### config.mk
export PLATFORM = sky130hd
export DESIGN_NAME = cpu_datapath
export DESIGN_NICKNAME = d
export VERILOG_FILES = /design/src/verilog/lc3b_types.sv /design/src/verilog/cpu_control.sv /design/src/verilog/fetch_unit.sv /design/src/verilog/regfile.sv /design/src/verilog/alu.sv /design/src/verilog/mem_access.sv /design/src/verilog/cpu_datapath.sv
export VERILOG_INCLUDE_DIRS = /design/src /design/src/verilog
export SDC_FILE = /design/constraint.sdc
export NUM_CORES = 1
export LEC_CHECK = 0
export ABC_CLOCK_PERIOD_IN_PS = 12400
export BUFFER_PORTS_ARGS = -buffer_cell sky130_fd_sc_hd__buf_2
export CAP_MARGIN = 15
export CORE_ASPECT_RATIO = 1.1
export CORE_MARGIN = 1.5
export CORE_UTILIZATION = 29
export DETAILED_ROUTE_END_ITERATION = 16
export PLACE_DENSITY = 0.42
export RECOVER_POWER = 25
export SYNTH_ARGS = -nofsm -noshare
export SYNTH_HDL_FRONTEND = slang
export SYNTH_SLANG_ARGS = --single-unit
### constraint.sdc
create_clock -name clk -period 12.4 [get_ports clk]
set_input_delay 2.48 -clock clk [delete_from_list [all_inputs] [get_ports clk]]
set_output_delay 2.48 -clock clk [all_outputs]
set_load 0.05 [all_outputs]
### src/verilog/lc3b_consts.svh
`ifndef LC3B_CONSTS_SVH
`define LC3B_CONSTS_SVH

// Fetch starts here after reset.
`define LC3B_RESET_PC 16'h0000

// Architectural register count.
`define LC3B_NUM_REGS 8

// BR with nzp of 000 never branches.
`define LC3B_NOP_WORD 16'h0000

// Instruction field positions.
`define LC3B_OPCODE_LSB 12
`define LC3B_DR_LSB 9
`define LC3B_SR1_LSB 6

// CC value after reset.
`define LC3B_CC_Z 3'b010

`endif

### src/verilog/lc3b_types.sv
`default_nettype none

package lc3b_types;

	typedef logic [15:0] lc3b_word;
	typedef logic [2:0] lc3b_reg;
	typedef logic [2:0] lc3b_nzp;

	// Only part of the ISA is executed; the rest decodes as NOP.
	typedef enum logic [3:0] {
		op_br   = 4'b0000,
		op_add  = 4'b0001,
		op_ldb  = 4'b0010,
		op_stb  = 4'b0011,
		op_jsr  = 4'b0100,
		op_and  = 4'b0101,
		op_ldr  = 4'b0110,
		op_str  = 4'b0111,
		op_rti  = 4'b1000,
		op_not  = 4'b1001,
		op_ldi  = 4'b1010,
		op_sti  = 4'b1011,
		op_jmp  = 4'b1100,
		op_shf  = 4'b1101,
		op_lea  = 4'b1110,
		op_trap = 4'b1111
	} lc3b_opcode;

	typedef enum logic [1:0] {
		alu_add  = 2'b00,
		alu_and  = 2'b01,
		alu_not  = 2'b10,
		alu_pass = 2'b11
	} alu_op;

	typedef enum logic [2:0] {
		mem_none = 3'b000,
		mem_ldr  = 3'b001,
		mem_str  = 3'b010,
		mem_ldb  = 3'b011,
		mem_stb  = 3'b100
	} mem_op;

endpackage : lc3b_types

`default_nettype wire

### src/verilog/cpu_control.sv
`timescale 1ns/10ps
`default_nettype none

`include "lc3b_consts.svh"

module cpu_control (
	input logic clk,
	input logic rst_n,
	input lc3b_types::lc3b_word id_instr,
	input lc3b_types::lc3b_reg ex_dest,
	input lc3b_types::lc3b_reg mem_dest,
	input lc3b_types::lc3b_reg wb_dest,
	input logic ex_writes,
	input logic mem_writes,
	input logic wb_writes,
	input logic branch_taken,
	input logic fetch_ready,
	input logic mem_ready,
	output logic advance,
	output logic stall_id,
	output logic flush,
	output lc3b_types::alu_op id_aluop,
	output lc3b_types::mem_op id_memop,
	output logic id_use_imm,
	output logic id_writes_reg,
	output logic id_sets_cc,
	output logic id_is_branch
);
	import lc3b_types::*;

	lc3b_opcode opcode;
	lc3b_reg src_a;
	lc3b_reg src_b;
	logic uses_a;
	logic uses_b;
	logic is_store;
	logic reg_hazard;
	logic cc_hazard;
	logic [2:0] cc_inflight; // Bit 0 is EX, bit 2 is WB.

	function automatic logic pending_write(input lc3b_reg src);
		pending_write = (ex_writes && ex_dest == src) ||
			(mem_writes && mem_dest == src) ||
			(wb_writes && wb_dest == src);
	endfunction

	assign opcode = lc3b_opcode'(id_instr[`LC3B_OPCODE_LSB +: 4]);
	assign src_a = id_instr[`LC3B_SR1_LSB +: 3];
	assign src_b = is_store ? id_instr[`LC3B_DR_LSB +: 3] : id_instr[2:0]; // Store data reg.

	always_comb begin
		id_aluop = alu_pass;
		id_memop = mem_none;
		id_use_imm = 1'b0;
		id_writes_reg = 1'b0;
		id_is_branch = 1'b0;
		uses_a = 1'b0;
		uses_b = 1'b0;
		is_store = 1'b0;
		case (opcode)
			op_add, op_and: begin
				id_aluop = (opcode == op_add) ? alu_add : alu_and;
				id_use_imm = id_instr[5]; // imm5 form.
				id_writes_reg = 1'b1;
				uses_a = 1'b1;
				uses_b = !id_instr[5];
			end
			op_not: begin
				id_aluop = alu_not;
				id_writes_reg = 1'b1;
				uses_a = 1'b1;
			end
			op_ldr, op_ldb: begin
				id_aluop = alu_add; // Base plus offset.
				id_memop = (opcode == op_ldr) ? mem_ldr : mem_ldb;
				id_use_imm = 1'b1;
				id_writes_reg = 1'b1;
				uses_a = 1'b1;
			end
			op_str, op_stb: begin
				id_aluop = alu_add;
				id_memop = (opcode == op_str) ? mem_str : mem_stb;
				id_use_imm = 1'b1;
				uses_a = 1'b1;
				uses_b = 1'b1;
				is_store = 1'b1;
			end
			op_br: id_is_branch = 1'b1;
			default: id_is_branch = 1'b0; // Unsupported, runs as NOP.
		endcase
	end

	assign id_sets_cc = id_writes_reg; // All writers here set CC.

	always_comb begin
		reg_hazard = (uses_a && pending_write(src_a)) || (uses_b && pending_write(src_b));
		cc_hazard = id_is_branch && (id_instr[`LC3B_DR_LSB +: 3] != 3'b000) && (|cc_inflight);
	end

	assign advance = fetch_ready & mem_ready; // Whole pipe moves together.
	assign flush = advance & branch_taken;
	assign stall_id = (reg_hazard | cc_hazard) & !flush; // Flushed ID needs no stall.

	// Tracks CC writers between EX and WB.
	always_ff @(posedge clk or negedge rst_n) begin
		if (!rst_n)
			cc_inflight <= 3'b000;
		else if (advance)
			cc_inflight <= {cc_inflight[1:0], id_sets_cc & !stall_id & !flush};
	end

endmodule : cpu_control

`default_nettype wire

### src/verilog/fetch_unit.sv
`timescale 1ns/10ps
`default_nettype none

`include "lc3b_consts.svh"

module fetch_unit (
	input logic clk,
	input logic rst_n,
	input logic advance,
	input logic stall_id,
	input logic flush,
	input lc3b_types::lc3b_word branch_target,
	input lc3b_types::lc3b_word instr,
	input logic instruction_response,
	output lc3b_types::lc3b_word instruction_address,
	output logic instruction_request,
	output logic fetch_ready,
	output lc3b_types::lc3b_word id_instr,
	output lc3b_types::lc3b_word id_pc
);
	import lc3b_types::*;

	lc3b_word pc;
	lc3b_word fetch_buf;
	lc3b_word fetch_word;
	logic req_q;
	logic fetched; // Word in hand, waiting for advance.

	assign instruction_address = pc;
	assign instruction_request = req_q;
	assign fetch_ready = fetched | (req_q & instruction_response);
	assign fetch_word = fetched ? fetch_buf : instr;

	always_ff @(posedge clk or negedge rst_n) begin
		if (!rst_n) begin
			pc <= `LC3B_RESET_PC;
			req_q <= 1'b0;
			fetched <= 1'b0;
		end else if (advance && !stall_id) begin
			pc <= flush ? branch_target : pc + 16'd2;
			req_q <= 1'b1; // Next access starts right away.
			fetched <= 1'b0;
		end else if (advance || (req_q && instruction_response)) begin
			req_q <= 1'b0; // Keep the word while ID stalls.
			fetched <= 1'b1;
		end else if (!fetched) begin
			req_q <= 1'b1;
		end
	end

	always_ff @(posedge clk) begin
		if (req_q && instruction_response)
			fetch_buf <= instr;
	end

	// IF/ID register.
	always_ff @(posedge clk or negedge rst_n) begin
		if (!rst_n) begin
			id_instr <= `LC3B_NOP_WORD;
			id_pc <= `LC3B_RESET_PC;
		end else if (advance) begin
			if (flush) begin
				id_instr <= `LC3B_NOP_WORD;
			end else if (!stall_id) begin
				id_instr <= fetch_word;
				id_pc <= pc;
			end
		end
	end

endmodule : fetch_unit

`default_nettype wire

### src/verilog/regfile.sv
`timescale 1ns/10ps
`default_nettype none

`include "lc3b_consts.svh"

module regfile (
	input logic clk,
	input logic rst_n,
	input logic load,
	input lc3b_types::lc3b_reg src_a,
	input lc3b_types::lc3b_reg src_b,
	input lc3b_types::lc3b_reg dest,
	input lc3b_types::lc3b_word in,
	output lc3b_types::lc3b_word reg_a,
	output lc3b_types::lc3b_word reg_b
);
	import lc3b_types::*;

	lc3b_word regs [`LC3B_NUM_REGS];

	always_ff @(posedge clk or negedge rst_n) begin
		if (!rst_n) begin
			for (int i = 0; i < `LC3B_NUM_REGS; i++)
				regs[i] <= '0;
		end else if (load) begin
			regs[dest] <= in;
		end
	end

	// No bypass, a same-cycle write is seen next cycle.
	assign reg_a = regs[src_a];
	assign reg_b = regs[src_b];

endmodule : regfile

`default_nettype wire

### src/verilog/alu.sv
`timescale 1ns/10ps
`default_nettype none

module alu (
	input lc3b_types::alu_op aluop,
	input logic use_imm,
	input lc3b_types::lc3b_word a,
	input lc3b_types::lc3b_word b,
	input lc3b_types::lc3b_word imm,
	output lc3b_types::lc3b_word f
);
	import lc3b_types::*;

	lc3b_word operand;

	// imm is already sign-extended and scaled.
	assign operand = use_imm ? imm : b;

	always_comb begin
		case (aluop)
			alu_add: f = a + operand; // Also address generation.
			alu_and: f = a & operand;
			alu_not: f = ~a;
			default: f = a; // Pass-through.
		endcase
	end

endmodule : alu

`default_nettype wire

### src/verilog/mem_access.sv
`timescale 1ns/10ps
`default_nettype none

module mem_access (
	input logic clk,
	input logic rst_n,
	input logic advance,
	input lc3b_types::mem_op memop,
	input lc3b_types::lc3b_word addr,
	input lc3b_types::lc3b_word store_data,
	input lc3b_types::lc3b_word mem_rdata,
	input logic data_response,
	output logic data_request,
	output logic write_enable,
	output lc3b_types::lc3b_word mem_address,
	output logic [1:0] mem_byte_enable,
	output lc3b_types::lc3b_word write_data,
	output logic mem_ready,
	output lc3b_types::lc3b_word load_data
);
	import lc3b_types::*;

	typedef enum logic [1:0] {
		ms_idle,
		ms_req,
		ms_done
	} mem_state;

	mem_state state;
	lc3b_word mar;
	lc3b_word mdr; // Store data out, load data back.
	logic is_store;
	logic is_byte;
	logic lane_hi;
	logic start;
	logic [7:0] load_byte;

	assign start = (state == ms_idle) && (memop != mem_none);

	always_ff @(posedge clk or negedge rst_n) begin
		if (!rst_n) begin
			state <= ms_idle;
		end else begin
			case (state)
				ms_idle:
					if (start)
						state <= ms_req;
				ms_req:
					if (data_response)
						state <= ms_done;
				default:
					if (advance)
						state <= ms_idle; // Done until the pipe moves.
			endcase
		end
	end

	always_ff @(posedge clk) begin
		if (start) begin
			mar <= {addr[15:1], 1'b0};
			is_store <= (memop == mem_str) || (memop == mem_stb);
			is_byte <= (memop == mem_ldb) || (memop == mem_stb);
			lane_hi <= addr[0];
			mdr <= (memop == mem_stb) ? {2{store_data[7:0]}} : store_data;
		end else if (state == ms_req && data_response && !is_store) begin
			mdr <= mem_rdata;
		end
	end

	assign data_request = (state == ms_req);
	assign write_enable = data_request && is_store;
	assign mem_address = mar;
	assign write_data = mdr;
	assign mem_byte_enable = !is_byte ? 2'b11 : (lane_hi ? 2'b10 : 2'b01);
	assign mem_ready = (state == ms_done) || (state == ms_idle && memop == mem_none);

	assign load_byte = lane_hi ? mdr[15:8] : mdr[7:0];
	assign load_data = is_byte ? {8'h00, load_byte} : mdr; // LDB zero-extends.

endmodule : mem_access

`default_nettype wire

### src/verilog/cpu_datapath.sv
`timescale 1ns/10ps
`default_nettype none

`include "lc3b_consts.svh"

module cpu_datapath (
	input logic clk,
	input logic rst_n,
	input lc3b_types::lc3b_word instr,
	input logic instruction_response,
	input lc3b_types::lc3b_word mem_rdata,
	input logic data_response,
	output lc3b_types::lc3b_word instruction_address,
	output logic instruction_request,
	output lc3b_types::lc3b_word mem_address,
	output lc3b_types::lc3b_word write_data,
	output logic [1:0] mem_byte_enable,
	output logic data_request,
	output logic write_enable
);
	import lc3b_types::*;

	logic advance, stall_id, flush, fetch_ready, mem_ready, branch_taken;
	alu_op id_aluop, ex_aluop;
	mem_op id_memop, ex_memop, mem_memop;
	logic id_use_imm, id_writes_reg, id_sets_cc, id_is_branch;
	lc3b_word id_instr, id_pc, id_a, id_b, id_imm, id_br_ofs;
	lc3b_reg id_src_b;
	lc3b_word ex_pc, ex_a, ex_b, ex_imm, ex_br_ofs, ex_alu, branch_target;
	lc3b_reg ex_dest, mem_dest, wb_dest;
	lc3b_nzp ex_nzp, cc, wb_nzp;
	logic ex_use_imm, ex_writes, ex_sets_cc, ex_is_branch;
	lc3b_word mem_alu, mem_store, load_data, wb_value;
	logic mem_writes, mem_sets_cc, wb_writes, wb_sets_cc;

	cpu_control control (
		.clk, .rst_n, .id_instr, .ex_dest, .mem_dest, .wb_dest,
		.ex_writes, .mem_writes, .wb_writes, .branch_taken, .fetch_ready, .mem_ready,
		.advance, .stall_id, .flush, .id_aluop, .id_memop,
		.id_use_imm, .id_writes_reg, .id_sets_cc, .id_is_branch
	);

	fetch_unit fetch (
		.clk, .rst_n, .advance, .stall_id, .flush, .branch_target,
		.instr, .instruction_response, .instruction_address, .instruction_request,
		.fetch_ready, .id_instr, .id_pc
	);

	// ID: register read and immediate extension.
	assign id_src_b = (id_memop == mem_str || id_memop == mem_stb) ?
		id_instr[`LC3B_DR_LSB +: 3] : id_instr[2:0];

	regfile regs (
		.clk, .rst_n, .load(advance & wb_writes), .src_a(id_instr[`LC3B_SR1_LSB +: 3]),
		.src_b(id_src_b), .dest(wb_dest), .in(wb_value), .reg_a(id_a), .reg_b(id_b)
	);

	always_comb begin
		case (id_memop)
			mem_ldr, mem_str: id_imm = {{9{id_instr[5]}}, id_instr[5:0], 1'b0}; // Word offset.
			mem_ldb, mem_stb: id_imm = {{10{id_instr[5]}}, id_instr[5:0]};
			default: id_imm = {{11{id_instr[4]}}, id_instr[4:0]}; // imm5.
		endcase
	end
	assign id_br_ofs = {{6{id_instr[8]}}, id_instr[8:0], 1'b0};

	// ID/EX, stall or flush inserts a bubble.
	always_ff @(posedge clk or negedge rst_n) begin
		if (!rst_n) begin
			{ex_writes, ex_sets_cc, ex_is_branch} <= 3'b000;
			ex_memop <= mem_none;
		end else if (advance) begin
			ex_writes <= id_writes_reg & !stall_id & !flush;
			ex_sets_cc <= id_sets_cc & !stall_id & !flush;
			ex_is_branch <= id_is_branch & !stall_id & !flush;
			ex_memop <= (stall_id || flush) ? mem_none : id_memop;
		end
	end

	always_ff @(posedge clk) begin
		if (advance) begin
			ex_pc <= id_pc;
			ex_a <= id_a;
			ex_b <= id_b;
			ex_imm <= id_imm;
			ex_br_ofs <= id_br_ofs;
			ex_dest <= id_instr[`LC3B_DR_LSB +: 3];
			ex_nzp <= id_instr[`LC3B_DR_LSB +: 3];
			ex_aluop <= id_aluop;
			ex_use_imm <= id_use_imm;
		end
	end

	// EX: ALU and branch resolution.
	alu ex_alu_unit (
		.aluop(ex_aluop), .use_imm(ex_use_imm), .a(ex_a), .b(ex_b), .imm(ex_imm), .f(ex_alu)
	);

	assign branch_target = ex_pc + 16'd2 + ex_br_ofs;
	assign branch_taken = ex_is_branch && |(ex_nzp & cc);

	// EX/MEM.
	always_ff @(posedge clk or negedge rst_n) begin
		if (!rst_n) begin
			{mem_writes, mem_sets_cc} <= 2'b00;
			mem_memop <= mem_none;
		end else if (advance) begin
			{mem_writes, mem_sets_cc} <= {ex_writes, ex_sets_cc};
			mem_memop <= ex_memop;
		end
	end

	always_ff @(posedge clk) begin
		if (advance) begin
			mem_alu <= ex_alu;
			mem_store <= ex_b;
			mem_dest <= ex_dest;
		end
	end

	mem_access dmem (
		.clk, .rst_n, .advance, .memop(mem_memop), .addr(mem_alu), .store_data(mem_store),
		.mem_rdata, .data_response, .data_request, .write_enable, .mem_address,
		.mem_byte_enable, .write_data, .mem_ready, .load_data
	);

	// MEM/WB.
	always_ff @(posedge clk or negedge rst_n) begin
		if (!rst_n)
			{wb_writes, wb_sets_cc} <= 2'b00;
		else if (advance)
			{wb_writes, wb_sets_cc} <= {mem_writes, mem_sets_cc};
	end

	always_ff @(posedge clk) begin
		if (advance) begin
			wb_value <= (mem_memop == mem_ldr || mem_memop == mem_ldb) ? load_data : mem_alu;
			wb_dest <= mem_dest;
		end
	end

	// WB: CC from the value being written.
	assign wb_nzp = wb_value[15] ? 3'b100 : ((wb_value == 16'h0000) ? 3'b010 : 3'b001);

	always_ff @(posedge clk or negedge rst_n) begin
		if (!rst_n)
			cc <= `LC3B_CC_Z;
		else if (advance && wb_sets_cc)
			cc <= wb_nzp;
	end

endmodule : cpu_datapath

`default_nettype wire

==> results of run 1 <==
## logic make-up after synthesis
kind of cell,after synthesis,share of synthesized area
flops,367,0.5544
mux,287,0.2161
simple gates,264,0.07064
compound gates,209,0.07346
buf+inv,112,0.02511
xor+xnor,57,0.02752
fa+ha+maj,46,0.03256
other cells,1,0.0002067
## metal layers
| metal | track usage | wire, um | vias up | share of wire |
|---|---|---|---|---|
| li1 | - | - | 5230 | - |
| met3 | 0.02470 | 1728 | 59 | 0.035 |
| met5 | 0 | 0 | - | 0 |
| met2 | 0.2502 | 22980 | 193 | 0.47 |
| met4 | 0.03885 | 955 | 0 | 0.019 |
| met1 | 0.2205 | 23710 | 5841 | 0.48 |
## metrics by stage
step / worst slack, ns / util / cell area (sq um)
after floorplan: 4.685 / - / 18140
after detailed placement: 6.840 / 0.3181 / 19550
after global routing: 5.547 / 0.3398 / 20880
after CTS: 7.444 / 0.3404 / 20920
final: 6.389 / 0.3398 / 20880
after global placement: 6.933 / 0.3181 / 19550
## synthesized netlist by cell type, types with 3 or more instances
| cell | instances |
|---|---|
| dfrtp_1 | 192 |
| mux2_2 | 184 |
| edfxtp_1 | 174 |
| nand2_1 | 99 |
| o21ai_0 | 74 |
| mux4_2 | 64 |
| nor2_1 | 55 |
| clkbuf_1 | 45 |
| ha_1 | 44 |
| mux2i_1 | 37 |
| a21oi_1 | 35 |
| inv_1 | 35 |
| a211oi_1 | 29 |
| xnor2_1 | 29 |
| xor2_1 | 28 |
| nand3_1 | 16 |
| buf_2 | 15 |
| nand2b_1 | 14 |
| nor3_1 | 14 |
| a21o_1 | 11 |
| buf_1 | 11 |
| nor4_1 | 11 |
| o211ai_1 | 11 |
| a31oi_1 | 10 |
| nor2b_1 | 10 |
| nand4_1 | 9 |
| or3_1 | 8 |
| a221oi_1 | 6 |
| nor3b_1 | 4 |
| o21bai_1 | 4 |
| a31o_2 | 3 |
| and2_1 | 3 |
| o21a_1 | 3 |
| or4_1 | 3 |
## sequential cells by signal, summed over array words and instances (netlist names), 7 cells and up
register	count
fetch.id_instr	16
ex_a	16
mem_store	16
ex_pc	16
wb_value	16
regs.regs	128
dmem.mem_address	15
dmem.write_data	16
fetch.fetch_buf	16
ex_b	16
mem_alu	16
ex_br_ofs	9
fetch.instruction_address	16
ex_imm	7
fetch.id_pc	16
## placed cells by master, fill, tap and decap left out, types with 9 or more instances in the layout
| cell | netlist | layout |
|---|---|---|
| a21o_1 | 11 | 11 |
| buf_2 | 15 | 73 |
| mux2_2 | 184 | 171 |
| nor2b_1 | 10 | 10 |
| nand2_1 | 99 | 99 |
| nand3_1 | 16 | 16 |
| buf_4 | 2 | 21 |
| mux2i_1 | 37 | 37 |
| mux4_2 | 64 | 64 |
| mux2_1 | 0 | 13 |
| nand2b_1 | 14 | 14 |
| dfrtp_1 | 192 | 190 |
| nor3_1 | 14 | 13 |
| xor2_1 | 28 | 28 |
| o21ai_0 | 74 | 73 |
| ha_1 | 44 | 44 |
| nand4_1 | 9 | 9 |
| inv_1 | 35 | 35 |
| edfxtp_1 | 174 | 174 |
| a21oi_1 | 35 | 35 |
| nor4_1 | 11 | 11 |
| a31oi_1 | 10 | 10 |
| clkbuf_1 | 45 | 26 |
| xnor2_1 | 29 | 29 |
| clkbuf_16 | 0 | 43 |
| o211ai_1 | 11 | 11 |
| nor2_1 | 55 | 55 |
| a211oi_1 | 29 | 29 |
## final cells by class
cell class	count	area, sq um
well taps	824	1031
diodes	1	2.502
inverters	37	143.9
clock inverters	19	198.9
repair buffers	111	586.8
multi-input cells	864	7692
clock buffers	57	1169
flip-flops and latches	367	10060
fillers	6082	40570
## worst max-delay path by stage
| stage | from | endpoint | slack, ns | cells past startpoint |
|---|---|---|---|---|
| after global routing | rst_n | fetch.id_instr[7] | 5.55 | 1 |
| final | rst_n | fetch.id_instr[7] | 6.39 | 1 |
| after detailed placement | instruction_response | fetch.id_pc[0] | 6.84 | 10 |
| after CTS | instruction_response | fetch.id_pc[0] | 7.44 | 10 |
| after global placement | instruction_response | fetch.id_pc[1] | 6.93 | 10 |
| after floorplan | instruction_response | fetch.id_pc[11] | 4.68 | 8 |
## power by group through the flow
| stage | logic [mW] | clock network, mW | registers, mW |
|---|---|---|---|
| 5_1_grt | 3.20 | 1.34 | 2.61 |
| 3_5_place_dp | 2.95 | 0 | 2.55 |
| 4_1_cts | 2.96 | 1.30 | 2.53 |
| 2_1_floorplan | 2.08 | 0 | 2.48 |
| 6_report | 2.91 | 1.25 | 2.53 |
| 3_3_place_gp | 2.93 | 0 | 2.54 |
==> metrics, run 1 <==
pwr dens 320.2 mW/mm^2; Layout area overhead 15.13%; core area 0.06145 sq mm; family with the most delay on the worst path buffers and inverters; Final Skew 0.02618 ns; DRT iter0 DRCs a little over 700; first-pass GRT wire length 74870 um; Arr. time, crit path approximately 5.4 ns; fin crit share 0.4847; Post-Layout Cell Count 2280; RSZ-0062 raised after global routing no; DRC violations left 0; root buf cell clkbuf_16; starting density of the core 0.2952; Clock power frac 0.187; Crit Reg-Reg Startpoint fetch.id_instr[7]; Num Clock Sinks 367; #FFs+latches synth 367; Die Wd approximately 240 um; GPL Wtd Cong 0.8258; slowest stage delay, CP 2.82 ns; IO Port Bufs 87; Final Critical Period 6.011 ns; Comb pwr share 0.435; failing checks capacitance limit, slew limit; DP Wirelength about 33000 um; worst skew pair latency 0.57 ns; HP Class reg2reg; Switching Power 2.716 mW; PnR Total Power 6.687 mW; CP max-delay cell clkbuf_1; Synth Net Count 1425; Num CTS Buffers 42; # IOs 89; r2r setup slk about 7.7 ns; worst rel slew slack -1.798; Critical path buffers and inverters 1; die area 0.06406 sq mm; switching fraction of total power 0.4062; Slew @ Worst Pin approximately 4.2 ns; post-synth cell types between 70 and 80; drt via density 4.966; Crit. End Element asynchronous set/reset pin; synth warn 0; cell-internal power 3.971 mW; critical path class in2async; CTS resizes 0; hold path cells 0; CTS tree yes; Avg Cell Area, Syn 13.51 sq um; R2R depth 8; initial antenna violation count 0; P_leak 8.569 nW; row count 95; max-cap violations 3; clock slew at reported path FFs 0.06 ns; sequential share of the synthesized area 0.5544; grt total ovfl 0; Fin Hold WS 0.4335 ns; nets between 1500 and 2000; EDFF count, synth between 150 and 200; Synth top area share 0.2881; Mapped Cells 1343; Post-Place Cells 2203; vias 11320; status finished with violations; critical-path cell list clkbuf_1; Bufs on Longest Clock Path 3; final wirelength 49380 um; Worst Hold Path EP ex_pc[6]; WL per Instance around 22 um; asr flop ratio synth 0.5259; TNS Setup 0 ns; Flop pwr share 0.378; IR drop worst, VDD 0.1590 mV; post-CTS setup buffers 0; worst endpoint required time ~12 ns; Main synth FF type dfrtp_1; Slew Viols, Final 131; final setup fails 0; startpoint type of the worst setup path input port; CTS Hold Bufs 0; Synth area leader edfxtp_1; RR Endpoint fetch.id_pc[0]; Hold Fails Final Rpt 0; worst hold start fetch.id_pc[6]; most area-consuming cells after synthesis edfxtp_1, dfrtp_1, mux2_2, mux4_2, ha_1; f_max 166.4 MHz; worst-path fanout max 71; drt pass-1 iters 5; largest net degree at the start of global routing 72; GRT Total Usage 0.1563; Cell Area, Synth 0.01814 sq mm; H-Tree Level Count 2; post-route ant nets 0; layout cells sized above 1 0.2825; vias in the first global route 11620; die height 265.3 um
Power figures use the tool's default switching activity.
==> inputs of run 2 (changes only) <==
ABC_AREA = 1   (was default)
ABC_CLOCK_PERIOD_IN_PS = 6200   (was 12400)
clock period = 6.2 ns   (was 12.4 ns; I/O delays follow)
==> metrics, run 2 <==
Num Clock Sinks 367 (unchanged); Mapped Cells 2099 (+56%); row count 97 (+2.1%); XOR/XNOR Fraction of Synth Area 0.007520 (-0.02000); Fin Hold WS 0.4456 ns (+0.01206 ns); final setup fails 0 (unchanged); adder-cell share of the synthesized area 0.03169 (-0.0008657); drt via density 4.943 (-0.46%); DRT iter0 DRCs 1197 (+66%); Post-Place Cells 2935 (+33%); f_max 218.9 MHz; Avg Cell Area, Syn 8.878 sq um (-34%); startpoint type of the worst setup path flip-flop; nets 2223 (+48%); Main synth FF type dfrtp_1; IO Port Bufs 87 (unchanged); largest reg by FF count regs.regs; Slew Viols, Final 106 (-19%); post-synth cell types 52 (-28%); worst rel slew slack -1.317 (+0.4809); initial antenna violation count 0 (unchanged); most area-consuming cells after synthesis edfxtp_1, dfrtp_1, nand2_1, o21ai_0, inv_1; drt pass-1 iters 5 (unchanged); first-pass GRT wire length 88870 um (+19%); max-cap violations 2 (-1); n_diodes 0 (-1); synth warn 0 (unchanged); Final Skew 0.02630 ns (+0.0001209 ns); die height 268.9 um (+1.3%); Synth top area share 0.2804 (-0.007659); vias in the first global route 14340 (+23%); compound-gate portion of the synthesized area 0.1679 (+0.09440); sequential share of the synthesized area 0.5396 (-0.01474); H-Tree Level Count 2 (unchanged); highest-count cells in the layout ignoring fill and taps nand2_1, o21ai_0, dfrtp_1; Synth Net Count 2181 (+53%); WL per Instance 19.34 um (-11%); post-CTS setup buffers 0 (unchanged); Crit. End Element flip-flop; starting density of the core 0.2930 (-0.002157); Arr. time, crit path 5.04 ns (-0.32 ns); DP Wirelength 38270 um (+17%); largest net degree at the start of global routing 111 (+54%); fin crit share 0.7370; post-route ant nets 0 (unchanged); Hold Fails Final Rpt 0 (unchanged); core area 0.06360 sq mm (+3.5%); Num CTS Buffers 45 (+7.1%); Cell Area, Synth 0.01863 sq mm (+2.7%); simple-gate share of the synthesized area 0.1738 (+0.1032); main combinational cell family by area after synthesis simple AND/OR/NAND/NOR gates; RSZ-0062 raised after global routing no; Final Critical Period approximately 4.6 ns; CTS resizes 0 (unchanged); CTS tree yes; Synth area leader edfxtp_1; count leader, synth nand2_1; Die Wd 244.7 um (+1.3%); CTS Hold Bufs 0 (unchanged); Post-Place Setup Slack 1.536 ns (-5.304 ns); Layout area overhead 14.65%; TNS Setup 0 ns (unchanged); GPL Wtd Cong 0.8514 (+3.1%); multiplexer share of the synthesized area 0.01222 (-0.2039); Bufs on Longest Clock Path 3 (unchanged); final wirelength 58320 um (+18%); grt total ovfl 0 (unchanged); #FFs+latches synth 367 (unchanged); top cells by count, synth nand2_1, o21ai_0, dfrtp_1; # IOs 89 (unchanged); die area 0.06579 sq mm (+2.7%); GRT Total Usage 0.1769 (+0.02053); critical path class reg2reg; failing checks capacitance limit, slew limit; status finished with violations; worst endpoint required time 6.67 ns (-5.08 ns); clock slew at reported path FFs 0.06 ns (about the same); layout cells sized above 1 0.09655 (-0.1859); root buf cell clkbuf_16; DRC violations left 0 (unchanged); worst-path fanout max 69 (-2.8%); HP Class reg2reg; worst skew pair latency 0.59 ns (+0.02 ns); Final Worst Setup Slack 1.631 ns (-4.759 ns); asr flop ratio synth 0.5259 (unchanged); most common cell after layout, fill and taps aside nand2_1; max reg flops 128 (unchanged); vias 14910 (+32%); Slew @ Worst Pin 3.475 ns (-0.7214 ns); EDFF count, synth 174 (unchanged); Post-Layout Cell Count 3016 (+32%)
-- run 2: changes by cell type in the layout (fill, tap and decap cells not counted), sizes merged, moves of 13 or more --
cell and delta:
a211oi -29, a21oi +94, a31oi +41, inv +159, mux2 -178, mux2i -23
mux4 -64, nand2 +359, nand2b -13, nand3 +110, nor2 +69, o21ai +286
xnor2 -26, xor2 -15
-- run 2: layout make-up --
class / count / area (sq um)
Clock inverter: 25 / 337.8
Inverter: 197 / 742.0
Timing Repair Buffer: 105 / 569.3
Fill cell: 6702 / 42230
Multi-Input combinational cell: 1425 / 7357
Clock buffer: 56 / 1249
Sequential cell: 367 / 10060
Tap cell: 841 / 1052
-- run 2: logic make-up (layout without fill, tap and decap cells) --
family | count (synthesis) | count (layout)
and+or+nand+nor | 753 | 753
xor gates and xnor gates | 16 | 16
adders and majority gates | 46 | 46
buffers and inverters | 307 | 383
DFF | 367 | 367
muxes | 22 | 22
other | 1 | 1
AOI/OAI and AO/OA | 587 | 587
-- run 2: stage by stage --
stage | cell area, sq um | utilization
floorplan | 18630 | -
global placement | 19800 | 0.3113
detailed placement | 19800 | 0.3113
CTS | 21390 | 0.3363
global route | 21360 | 0.3359
finish | 21360 | 0.3359
-- run 2: final timing paths --
check | endpoint | slack, ns | startpoint | cells past startpoint
worst min-delay path | ex_pc[11] | 0.45 | fetch.id_pc[11] | 0
worst max-delay path | fetch.instruction_address[14] | 1.63 | fetch.id_instr[6] | 10
worst min register to register | ex_pc[11] | 0.45 | fetch.id_pc[11] | 0
worst max register to register | fetch.instruction_address[14] | 1.63 | fetch.id_instr[6] | 10
max in group asynchronous | regs.regs[8] | 4.32 | rst_n | 2
min in group asynchronous | fetch.instruction_address[6] | 0.70 | rst_n | 1
-- run 2: per-layer routing --
metal / GRT usage / vias up / share of wire / wire, um
met4: 0.06340 / 0 / 0.031 / 1799
met1: 0.2361 / 7202 / 0.45 / 26160
met5: 0 / - / 0 / 0
met3: 0.02050 / 78 / 0.042 / 2472
li1: - / 7274 / - / -
met2: 0.2958 / 355 / 0.48 / 27890
-- run 2: worst max-delay path, cell delays in order, from the launching register on --
cell and delay [ns]:
dfrtp_2 0.36, clkbuf_1 2.43, nor2_1 0.17, nor3_1 0.25
nand3_1 0.12, nand3_2 0.12, a21oi_4 0.08, nand2_4 0.35
nand2_2 0.32, nand2_1 0.16, nand2_1 0.06
Power of run 2 is left out: the tool's default activity adds up to more than one toggle a clock period on the data nets, which glitch-free logic cannot reach.
